`config.mk`:
```
export PLATFORM = sky130hd
export DESIGN_NAME = mac_fcs_gen
export DESIGN_NICKNAME = d
export VERILOG_FILES = /design/src/design/mac_pkg.sv /design/src/design/mac_fcs_gen.sv
export SDC_FILE = /design/constraint.sdc
export NUM_CORES = 1
export LEC_CHECK = 0
export ABC_AREA = 1
export CAP_MARGIN = 0
export CELL_PAD_IN_SITES_DETAIL_PLACEMENT = 0
export CELL_PAD_IN_SITES_GLOBAL_PLACEMENT = 1
export CORE_MARGIN = 5
export CORE_UTILIZATION = 42
export DETAILED_ROUTE_END_ITERATION = 12
export DONT_BUFFER_PORTS = 1
export PLACE_DENSITY = 0.74
export SLEW_MARGIN = 10
export SYNTH_ARGS = -nofsm -noshare
export SYNTH_HDL_FRONTEND = slang
export SYNTH_SLANG_ARGS = --single-unit
```
`constraint.sdc`:
```
create_clock -name i_clk -period 3 [get_ports i_clk]
set_clock_uncertainty 0.2 [all_clocks]
set_input_delay 0.15 -clock i_clk [delete_from_list [all_inputs] [get_ports i_clk]]
set_output_delay 0.15 -clock i_clk [all_outputs]
set_load 0.005 [all_outputs]
```
`src/design/mac_pkg.sv`:
```
/*
 * shared definitions of the RMII transmit MAC
 *   - tagged stream byte as buffered by the frame fifo
 *   - serializer FSM state encoding
 *   - Ethernet framing and CRC-32 constants
 */
package mac_pkg;

	// ------------------------------
	// stream byte
	// ------------------------------
	// sop / eop tags travel with every data byte
	typedef struct packed {
		logic       sop;
		logic       eop;
		logic [7:0] data;
	} mac_byte_t;

	// ------------------------------
	// serializer states
	// ------------------------------
	typedef enum logic [2:0] {
		TX_IDLE     = 3'd0,
		TX_PREAMBLE = 3'd1,
		TX_SFD      = 3'd2,
		TX_PAYLOAD  = 3'd3,
		TX_FCS      = 3'd4,
		TX_GAP      = 3'd5
	} tx_state_e;

	// ------------------------------
	// framing
	// ------------------------------
	localparam logic [7:0] PREAMBLE_BYTE = 8'h55;
	localparam logic [7:0] SFD_BYTE      = 8'hD5;
	// preamble bytes ahead of the start-frame byte
	localparam int         PREAMBLE_LEN  = 7;
	// inter-frame gap in byte times
	localparam int         IPG_BYTES     = 12;

	// reflected CRC-32 (IEEE 802.3)
	localparam logic [31:0] CRC_POLY_REFL = 32'hEDB88320;
	localparam logic [31:0] CRC_INIT      = 32'hFFFFFFFF;

endpackage

```
`src/design/mac_fcs_gen.sv`:
```
/*
 * frame check sequence generator
 *   - bytewise reflected CRC-32 over the write stream
 *   - reseeded on sop, inverted result queued at eop
 *   - small queue so finished FCS values wait for the serializer
 */
`timescale 1ns/1ps

module mac_fcs_gen #(
	parameter int FCS_DEPTH = 4
) (
	input  logic               i_clk,
	input  logic               i_rst_n,

	input  logic               i_wr_en,
	input  mac_pkg::mac_byte_t i_wr_byte,

	input  logic               i_pop,
	output logic [31:0]        o_fcs
);

	localparam int QPTR_W = $clog2(FCS_DEPTH);

	logic [31:0]       r_crc;
	logic [31:0]       r_queue [FCS_DEPTH];
	logic [QPTR_W-1:0] r_wr_ptr;
	logic [QPTR_W-1:0] r_rd_ptr;

	logic [31:0]       w_crc_base;
	logic [31:0]       w_crc_next;

	// fold one byte in lsb first with the reflected polynomial
	function automatic logic [31:0] crc_byte(input logic [31:0] crc, input logic [7:0] dat);
		logic [31:0] c;
		c = crc;
		for (int i = 0; i < 8; i++) begin
			c = (c >> 1) ^ (mac_pkg::CRC_POLY_REFL & {32{c[0] ^ dat[i]}});
		end
		return c;
	endfunction

	// ------------------------------
	// running CRC
	// ------------------------------
	// first byte of a frame starts from all ones
	assign w_crc_base = i_wr_byte.sop ? mac_pkg::CRC_INIT : r_crc;
	assign w_crc_next = crc_byte(w_crc_base, i_wr_byte.data);

	// updated on every written byte
	always_ff @(posedge i_clk) begin
		if (i_wr_en) begin
			r_crc <= w_crc_next;
		end
	end

	// inverted final value into the queue at eop
	always_ff @(posedge i_clk) begin
		if (i_wr_en && i_wr_byte.eop) begin
			r_queue[r_wr_ptr] <= ~w_crc_next;
		end
	end

	// ------------------------------
	// queue pointers
	// ------------------------------
	always_ff @(posedge i_clk) begin
		if (!i_rst_n) begin
			r_wr_ptr <= '0;
			r_rd_ptr <= '0;
		end else begin
			if (i_wr_en && i_wr_byte.eop) begin
				r_wr_ptr <= (r_wr_ptr == QPTR_W'(FCS_DEPTH - 1)) ? '0 : r_wr_ptr + 1'b1;
			end
			if (i_pop) begin
				r_rd_ptr <= (r_rd_ptr == QPTR_W'(FCS_DEPTH - 1)) ? '0 : r_rd_ptr + 1'b1;
			end
		end
	end

	// queue head is valid ahead of the pop
	assign o_fcs = r_queue[r_rd_ptr];

endmodule

```
==> flow_summary.ini <==
[pwr]
leakage_nw = 3.12
power.density_mw_per_mm2 = 806
peakVddDrop_uv = 415

[yosys]
ys_async_sr_fraction_pct = 0
syn_area_per_cell_um2 = 11.5
synth_edf_count = 160
synth-seq-area-share_pct = 66.0
synth.cell_area_mm2 = 0.00746
ys_ff_latch = 166
synth_cells = 647
yosys_warnings = 0
synth.distinct_cells = 34
synth_nets = 666
ys.flop_type = edfxtp_1

[global_routing]
grt_max_degree = 65
grt_pass1_vias = 4603
grt_first_pass_wirelength_mm = 25.8
grt_overflow = 0
antenna_found_initial = 0
track_usage_pct = 16.8

[clock_network]
cts.sinks = 166
worst_setup_hold_path_clk_slew_ps = 70
cts.htree.levels = 4
numCtsBuffers = 17
cts_tree = yes
clockBufferDepth = 2
root_buffer = clkbuf_16
insertion_delay_ps = 420

[worst_setup_path]
crit_type = register to register
r2r-start = r_crc[0]$_DFFE_PP_
critPathMaxFanout = 11
r2r_end = r_queue[3][19]$_DFFE_PP_
end_kind = register
critPathArrivalTime_ps = 2350
start_kind = register
ff2ff_path_depth = 12
r2r_setup_slack_ps = 590
required_ps = 2940

[sta]
fmax_mhz = 415
final.setup.tns_ps = 0
hold_viol = 0
fin_crit_sh_pct = 80.2
setup_viol = 0
tightest_slew_ps = 652
fin_crit_ps = 2410
relSlewSlack_pct = 56.5
slew_viol_final = 0
rsz0062_at_grt = false

[floorplanning]
fp-row-count = 48
fp.coreArea_mm2 = 0.0174
dieHeight_um = 143
die_x_um = 143
initial_core_util_pct = 43.0
io_pins = 46
die_area_mm2 = 0.0205

[route]
drc = 0
drt_iter0_drc = 381
first_pass_iters = 7
via_count = 4615
wl_per_cell_um = 18.3
ant_nets = 0
via_per_inst = 5.16
routed_wl_mm = 16.3

[worst_hold_path]
hold_path_class = primary input to register
hold_end = r_crc[9]$_DFFE_PP_
min-delay-start = i_wr_byte[7]
holdPathStages = 4

[placement]
dp_hpwl_mm = 10.3
portBuffers = 0
placed_area_mm2 = 0.00769
dpl.cell_count = 856
gp_congestion = 0.872

[finish]
fillerInstances = 1486
fin_area_mm2 = 0.00834
drive_gt1_share_pct = 12.8
layout_common_cells = 160 x edfxtp_1, 100 x nor2_1, 89 x nand2_1, 66 x o21ai_0, 61 x inv_1
fin_nets = 676
areaGrowthSynthToFinish_pct = 11.8
diodes = 0
final_common_cell = edfxtp_1
fin_cells = 895

[flow_run]
drv_cap = 0

[status]
status = completed
[cells in the mapped netlist, drive strengths merged, types with 2 or more instances]
master  count  area (um2)
a21oi       3        15.0
dfxtp       6         120
buf         8        86.3
nand3      10        50.1
o21bai      2        15.0
nand2     108         473
ha          5        62.6
o21ai      71         367
clkbuf     17        63.8
xor2       27         278
xnor2      20         216
edfxtp    160        4800
o22ai      32         200
or2         3        18.8
nor2      109         432
inv        63         239
[per-stage QoR]
step | utilization (%) | setup slack, ps | power (mW) | hold WS, ps
2_1_floorplan | - | 433 | 4.31 | 62.5
3_3_place_gp | 44.3 | 623 | 4.67 | 70.3
3_5_place_dp | 44.3 | 594 | 4.72 | 70.2
4_1_cts | 48.0 | 208 | 6.76 | 2.00
5_1_grt | 48.0 | 304 | 7.06 | 48.0
6_report | 48.0 | 593 | 6.72 | 4.07
[worst max-delay path: stages, from the launching register on]
cell	delay, ps
edfxtp_1	380
nor2_1	100
nand2_1	50
nand2_1	340
inv_1	190
nand2_1	160
nand2_4	130
nand2_1	80
nand2_1	100
nand2_1	80
nand2_1	130
nand2_1	90
nand2_1	100
[where the power goes]
group | leakage, nW | switching (mW) | internal (mW)
sequential | 1.53 | 0.0833 | 3.13
clock | 0.261 | 0.882 | 1.15
combinational | 1.33 | 1.04 | 0.428
total | 3.12 | 2.01 | 4.71
[worst max path at each step]
stage | to | cells after the start | start | slack [ps]
global placement | r_crc[27]$_DFFE_PP_ | 11 | r_crc[1]$_DFFE_PP_ | 620
floorplan | r_queue[2][0]$_DFFE_PP_ | 4 | r_wr_ptr[0]$_SDFFE_PN0P_ | 430
detailed placement | r_crc[27]$_DFFE_PP_ | 11 | r_crc[1]$_DFFE_PP_ | 590
CTS | o_fcs[20] | 4 | register | 210
finish | r_queue[3][19]$_DFFE_PP_ | 12 | r_crc[0]$_DFFE_PP_ | 590
global route | r_queue[0][19]$_DFFE_PP_ | 12 | r_crc[0]$_DFFE_PP_ | 300
[registers in the layout (all words and copies together) (netlist names), named ones only]
name      count
r_wr_ptr      2
r_crc        32
r_rd_ptr      2
r_queue     128
[what timing repair did]
item | in CTS | in global routing
setup buffers | 0 | 0
hold buffers | 7 | 0
hold endpoints to repair | 57 | 0
endpoints found under the setup margin | 0 | 3
resized for setup | 0 | 1
[logic make-up after synthesis]
| logic type | share of synthesized area, % |
|---|---|
| fa+ha+maj | 0.839 |
| compound gates | 8.10 |
| xor+xnor | 6.63 |
| flops | 66.0 |
| simple gates | 13.1 |
| buf+inv | 5.27 |
[layer usage]
| metal | global-route usage (%) | up-vias | routed length [um] |
|---|---|---|---|
| met5 | 0 | - | 0 |
| met4 | 5.75 | 0 | 247 |
| met3 | 4.12 | 18 | 856 |
| met2 | 26.5 | 116 | 7770 |
| met1 | 22.9 | 2267 | 7460 |
| li1 | - | 2214 | - |
[final cells by class]
class                   instances  area (um2)  area share (%)
clock buffers                  19         433            5.19
clock inverters                13         126            1.52
inverters                      64         246            2.96
multi-input cells             392        2150            25.8
flip-flops and latches        166        4930            59.1
well taps                     225         282            3.38
repair buffers                 16         173            2.07
(Power assumes the default switching activity.)
