**config.mk**
```make
export PLATFORM = sky130hd
export DESIGN_NAME = rmii_tx_serializer
export DESIGN_NICKNAME = d
export VERILOG_FILES = /design/src/design/mac_pkg.sv /design/src/design/rmii_tx_serializer.sv
export SDC_FILE = /design/constraint.sdc
export NUM_CORES = 1
export LEC_CHECK = 0
export BUFFER_PORTS_ARGS = -buffer_cell sky130_fd_sc_hd__buf_2
export CAP_MARGIN = 20
export CORE_UTILIZATION = 59
export CTS_BUF_LIST = sky130_fd_sc_hd__clkbuf_4
export DETAILED_ROUTE_END_ITERATION = 12
export GPL_TIMING_DRIVEN = 0
export PLACE_DENSITY = 0.91
export REMOVE_ABC_BUFFERS = 1
export SYNTH_ARGS = -nofsm -noshare
export SYNTH_HDL_FRONTEND = slang
export SYNTH_SLANG_ARGS = --single-unit
```
**constraint.sdc**
```tcl
create_clock -name i_clk -period 6.37 [get_ports i_clk]
set_clock_uncertainty 0.1 [all_clocks]
set_input_delay 0.9555 -clock i_clk [delete_from_list [all_inputs] [get_ports i_clk]]
set_output_delay 0.9555 -clock i_clk [all_outputs]
set_load 0.02 [all_outputs]
```
**src/design/mac_pkg.sv**
```systemverilog
/*
 * shared definitions of the RMII transmit MAC
 *   - tagged stream byte as buffered by the frame fifo
 *   - serializer FSM state encoding
 *   - Ethernet framing and CRC-32 constants
 */
package mac_pkg;

	// ------------------------------
	// stream byte
	// ------------------------------
	// sop / eop tags travel with every data byte
	typedef struct packed {
		logic       sop;
		logic       eop;
		logic [7:0] data;
	} mac_byte_t;

	// ------------------------------
	// serializer states
	// ------------------------------
	typedef enum logic [2:0] {
		TX_IDLE     = 3'd0,
		TX_PREAMBLE = 3'd1,
		TX_SFD      = 3'd2,
		TX_PAYLOAD  = 3'd3,
		TX_FCS      = 3'd4,
		TX_GAP      = 3'd5
	} tx_state_e;

	// ------------------------------
	// framing
	// ------------------------------
	localparam logic [7:0] PREAMBLE_BYTE = 8'h55;
	localparam logic [7:0] SFD_BYTE      = 8'hD5;
	// preamble bytes ahead of the start-frame byte
	localparam int         PREAMBLE_LEN  = 7;
	// inter-frame gap in byte times
	localparam int         IPG_BYTES     = 12;

	// reflected CRC-32 (IEEE 802.3)
	localparam logic [31:0] CRC_POLY_REFL = 32'hEDB88320;
	localparam logic [31:0] CRC_INIT      = 32'hFFFFFFFF;

endpackage

```
**src/design/rmii_tx_serializer.sv**
```systemverilog
/*
 * RMII transmit serializer
 *   - framing FSM: preamble, SFD, payload, FCS, inter-frame gap
 *   - starts a frame only once it is fully buffered
 *   - one dibit per clock, low pair first, registered outputs
 */
`timescale 1ns/1ps

module rmii_tx_serializer (
	input  logic               i_clk,
	input  logic               i_rst_n,

	// frame fifo side
	input  logic               i_frame_ready,
	input  mac_pkg::mac_byte_t i_rd_byte,
	output logic               o_rd_en,

	// fcs queue side
	input  logic [31:0]        i_fcs,
	output logic               o_fcs_pop,

	// RMII transmit
	output logic               o_rmii_txen,
	output logic [1:0]         o_rmii_txd
);

	localparam int FCS_BYTES = 4;

	mac_pkg::tx_state_e r_state;
	logic [1:0]         r_phase;
	logic [3:0]         r_byte_cnt;
	logic [31:0]        r_fcs;
	logic               r_txen;
	logic [1:0]         r_txd;

	logic               w_byte_end;
	logic               w_on_wire;
	logic [7:0]         w_cur_byte;

	// last dibit of the current byte
	assign w_byte_end = (r_phase == 2'd3);

	// fifo read and fcs pop both land on phase three
	assign o_rd_en   = (r_state == mac_pkg::TX_PAYLOAD) && w_byte_end;
	assign o_fcs_pop = o_rd_en && i_rd_byte.eop;

	// ------------------------------
	// byte select
	// ------------------------------
	always_comb begin
		case (r_state)
			mac_pkg::TX_PREAMBLE: w_cur_byte = mac_pkg::PREAMBLE_BYTE;
			mac_pkg::TX_SFD:      w_cur_byte = mac_pkg::SFD_BYTE;
			mac_pkg::TX_PAYLOAD:  w_cur_byte = i_rd_byte.data;
			// fcs goes out lsb byte first
			mac_pkg::TX_FCS:      w_cur_byte = r_fcs[{r_byte_cnt[1:0], 3'b000} +: 8];
			default:              w_cur_byte = 8'h00;
		endcase
	end

	assign w_on_wire = (r_state == mac_pkg::TX_PREAMBLE) || (r_state == mac_pkg::TX_SFD) ||
	                   (r_state == mac_pkg::TX_PAYLOAD)  || (r_state == mac_pkg::TX_FCS);

	// ------------------------------
	// framing FSM
	// ------------------------------
	always_ff @(posedge i_clk) begin
		if (!i_rst_n) begin
			r_state    <= mac_pkg::TX_IDLE;
			r_phase    <= 2'd0;
			r_byte_cnt <= 4'd0;
		end else begin
			// phase free-runs while a frame or gap is in progress
			if (r_state != mac_pkg::TX_IDLE) begin
				r_phase <= r_phase + 1'b1;
			end

			case (r_state)
				mac_pkg::TX_IDLE: begin
					// whole frame buffered, go
					if (i_frame_ready) begin
						r_state    <= mac_pkg::TX_PREAMBLE;
						r_phase    <= 2'd0;
						r_byte_cnt <= 4'd0;
					end
				end
				mac_pkg::TX_PREAMBLE: begin
					if (w_byte_end) begin
						if (r_byte_cnt == 4'(mac_pkg::PREAMBLE_LEN - 1)) begin
							r_state    <= mac_pkg::TX_SFD;
							r_byte_cnt <= 4'd0;
						end else begin
							r_byte_cnt <= r_byte_cnt + 1'b1;
						end
					end
				end
				mac_pkg::TX_SFD: begin
					if (w_byte_end) begin
						r_state <= mac_pkg::TX_PAYLOAD;
					end
				end
				mac_pkg::TX_PAYLOAD: begin
					// eop byte is the last payload byte
					if (w_byte_end && i_rd_byte.eop) begin
						r_state    <= mac_pkg::TX_FCS;
						r_byte_cnt <= 4'd0;
					end
				end
				mac_pkg::TX_FCS: begin
					if (w_byte_end) begin
						if (r_byte_cnt == 4'(FCS_BYTES - 1)) begin
							r_state    <= mac_pkg::TX_GAP;
							r_byte_cnt <= 4'd0;
						end else begin
							r_byte_cnt <= r_byte_cnt + 1'b1;
						end
					end
				end
				mac_pkg::TX_GAP: begin
					if (w_byte_end) begin
						if (r_byte_cnt == 4'(mac_pkg::IPG_BYTES - 1)) begin
							r_state    <= mac_pkg::TX_IDLE;
							r_byte_cnt <= 4'd0;
						end else begin
							r_byte_cnt <= r_byte_cnt + 1'b1;
						end
					end
				end
				default: begin
					r_state <= mac_pkg::TX_IDLE;
				end
			endcase
		end
	end

	// capture queue head as it is popped
	always_ff @(posedge i_clk) begin
		if (o_fcs_pop) begin
			r_fcs <= i_fcs;
		end
	end

	// ------------------------------
	// registered RMII outputs
	// ------------------------------
	always_ff @(posedge i_clk) begin
		if (!i_rst_n) begin
			r_txen <= 1'b0;
			r_txd  <= 2'b00;
		end else begin
			r_txen <= w_on_wire;
			// idle and gap select byte zero
			r_txd  <= w_cur_byte[{r_phase, 1'b0} +: 2];
		end
	end

	assign o_rmii_txen = r_txen;
	assign o_rmii_txd  = r_txd;

endmodule

```
==> flow_summary.json <==
{
  "antenna_found_initial": 0,
  "row_count": 20,
  "ant_nets": 0,
  "reg2reg_setup_slack_ns": 3.79,
  "setup_ws_ns": 2.61,
  "grt_setup_unrepaired": "no",
  "die_h_um": 59.8,
  "critPathKind": "register to output port",
  "start_util": 0.635,
  "synth_area_mm2": 0.00197,
  "finalWorstPathRequiredPeriod_ns": 3.76,
  "cp.arrival_ns": 2.71,
  "reg2reg_from": "r_byte_cnt[0]",
  "ioPinCount": 50,
  "slowest_delay_ns": 0.78,
  "multiInputGateArea_um2": 731,
  "io_buffers": 48,
  "synth-edff-count": 32,
  "powerDensity_mw_per_mm2": 237,
  "drtIter0Drc": 110,
  "place_inst": 228,
  "drv_slew": 0,
  "end_kind": "output port",
  "syn_inst": 142,
  "die-area_mm2": 0.00358,
  "synth_commonest_cells": "32 x edfxtp_1, 12 x dfxtp_1, 9 x mux4_2, 9 x nand2_1, 8 x nor2_1",
  "grt_max_degree": 23,
  "status": "complete, no violations",
  "syn_to_final_growth_pct": 18.9,
  "setup-tns-final_ns": 0,
  "vdd_drop_max_uv": 178,
  "critical-path-slowest-cell": "dfxtp_1",
  "drv_cap": 0,
  "ys_async_sr_fraction": 0,
  "post-synth-top-area-cell": "edfxtp_1",
  "cts_max_level": 2,
  "yosysUniqueCellTypes": 37,
  "fill_cells": 206,
  "cts_setup_buffers": 0,
  "diodes": 0,
  "drive_gt1_frac": 0.354,
  "cp_max_fo": 22,
  "gr-total-overflow": 0,
  "vias_per_cell": 5.78,
  "insertion_delay_ns": 0.34,
  "synth_area_leaders": "edfxtp_1 49%, dfxtp_1 12%, mux4_2 10%, mux2i_1 3.0%, ha_1 1.9%",
  "coreArea_mm2": 0.00310,
  "yosysWarnings": 0,
  "yosysMostFrequentCell": "edfxtp_1",
  "synth_seq_area_share": 0.610,
  "synth.top_cell.area_share": 0.488,
  "p_leak_nw": 0.853,
  "dp_slack_ns": 3.01,
  "synthFlopType": "edfxtp_1",
  "track_usage": 0.236,
  "grt_pass1_wl_um": 5910,
  "worst-path-buf-inv": 2,
  "fin_nets": 239,
  "cts_hold_buf": 0,
  "clock-sinks": 44,
  "drc": 0,
  "die_w_um": 59.8,
  "total_power_mw": 0.557,
  "worst_ep_required_time_ns": 5.31,
  "vias": 1364,
  "reg2regPathDepth": 7,
  "crit_cells": 5,
  "dpl.hpwl_um": 2620,
  "finalSetupViolCount": 0,
  "drt_pass1_iterations": 4,
  "routedWlPerCell_um": 15.2,
  "finalCritPeriodShare": 0.591,
  "path_delay_family": "flip-flops",
  "cts.root.buffer_cell": "clkbuf_4",
  "cts_buffer_depth": 2,
  "grt_pass1_vias": 1396,
  "cts_repair_resize_count": 0,
  "max_slew_margin": 0.495,
  "worstPathCellList": "ha_1, nand2_1, nor2_2, buf_16, buf_2",
  "tightest_slew_ns": 0.756,
  "final_hold_viol_count": 0,
  "rr_endpoint": "r_byte_cnt[1]",
  "wl_um": 3590,
  "fin_cells": 236,
  "hp-class": "register to register",
  "cts_tree": "yes",
  "fmax_mhz": 266,
  "avgSynthCellArea_um2": 13.9,
  "clk_pin_slew_ns": 0.13,
  "cts_made_buffers": 5,
  "startpoint": "r_phase[0]",
  "finalWeightedCongestion": 0.875,
  "seq_area_mm2": 0.00120,
  "crit_end": "o_fcs_pop",
  "ys_ff_latch": 44,
  "crit_path_start_kind": "register"
}
-- worst register-to-register path: cells and delay by family, from the launching register on --
| kind | cells | cell delay, ns |
|---|---|---|
| DFF | 1 | 0.75 |
| and+or+nand+nor | 2 | 0.68 |
| AOI/OAI and AO/OA | 3 | 0.57 |
| adders and majority gates | 1 | 0.25 |
| buffers and inverters | 1 | 0.17 |
-- layout by cell type (no fill, tap or decap), drive strengths merged, types with 3 or more instances in the layout --
cell,Yosys,routed
nor2,8,8
nor2b,3,3
dfxtp,12,12
nand3,3,3
clkbuf,2,5
nor3,3,3
nand2b,3,3
nand3b,3,3
buf,5,49
mux4,9,9
ha,3,3
edfxtp,32,32
mux2i,6,6
nand2,9,9
o21ai,6,6
a21oi,7,7
-- metrics by stage --
stage | instance area (µm²) | utilization | hold WS, ns
detailed placement | 2260 | 0.728 | 0.468
global placement | 2230 | 0.718 | 0.425
finish | 2340 | 0.755 | 0.494
floorplan | 1930 | - | 0.401
global route | 2340 | 0.755 | 0.506
CTS | 2340 | 0.755 | 0.497
-- report_power, final --
part | internal [mW] | switching, mW
combinational | 0.0342 | 0.0239
clock | 0.0839 | 0.0885
sequential | 0.311 | 0.0154
total | 0.429 | 0.128
-- how the worst min path moves through the flow --
stage	startpoint	endpoint	slack [ns]	cells after the start
floorplan	r_byte_cnt[3]	r_byte_cnt[3]	0.40	2
global placement	r_byte_cnt[3]	r_byte_cnt[3]	0.42	2
detailed placement	r_byte_cnt[3]	r_byte_cnt[3]	0.47	2
CTS	r_byte_cnt[3]	r_byte_cnt[3]	0.50	2
global route	r_byte_cnt[3]	r_byte_cnt[3]	0.51	2
finish	r_byte_cnt[3]	r_byte_cnt[3]	0.49	2
-- final cells by class --
class / count / area share
clock inverter: 3 / 0.0203
tap: 44 / 0.0235
multi-input combinational: 90 / 0.312
timing repair buffer: 49 / 0.114
sequential: 44 / 0.513
inverter: 1 / 0.00160
clock buffer: 5 / 0.0160
-- flip-flops by register name, summed over array words and instances, names as in the netlist --
signal / flops
o_rmii_txd: 2
o_rmii_txen: 1
r_byte_cnt: 4
r_fcs: 32
r_phase: 2
r_state: 3
-- layer usage --
layer  wire, µm  vias to the layer above  track usage
met1       1370                      628        0.263
met4        108                        0        0.140
met2       1860                       69        0.406
met3        241                       13       0.0584
li1           -                      654            -
met5          0                        -            0
-- kinds of logic (layout without fill, tap and decap cells) --
group	after synthesis	after routing	synth area share
compound gates	24	24	0.0781
simple gates	45	45	0.126
fa+ha+maj	3	3	0.0190
flops	44	44	0.610
xor+xnor	3	3	0.0133
buf+inv	8	58	0.0209
mux	15	15	0.133
Note: power is estimated with default switching activity, not from simulation.
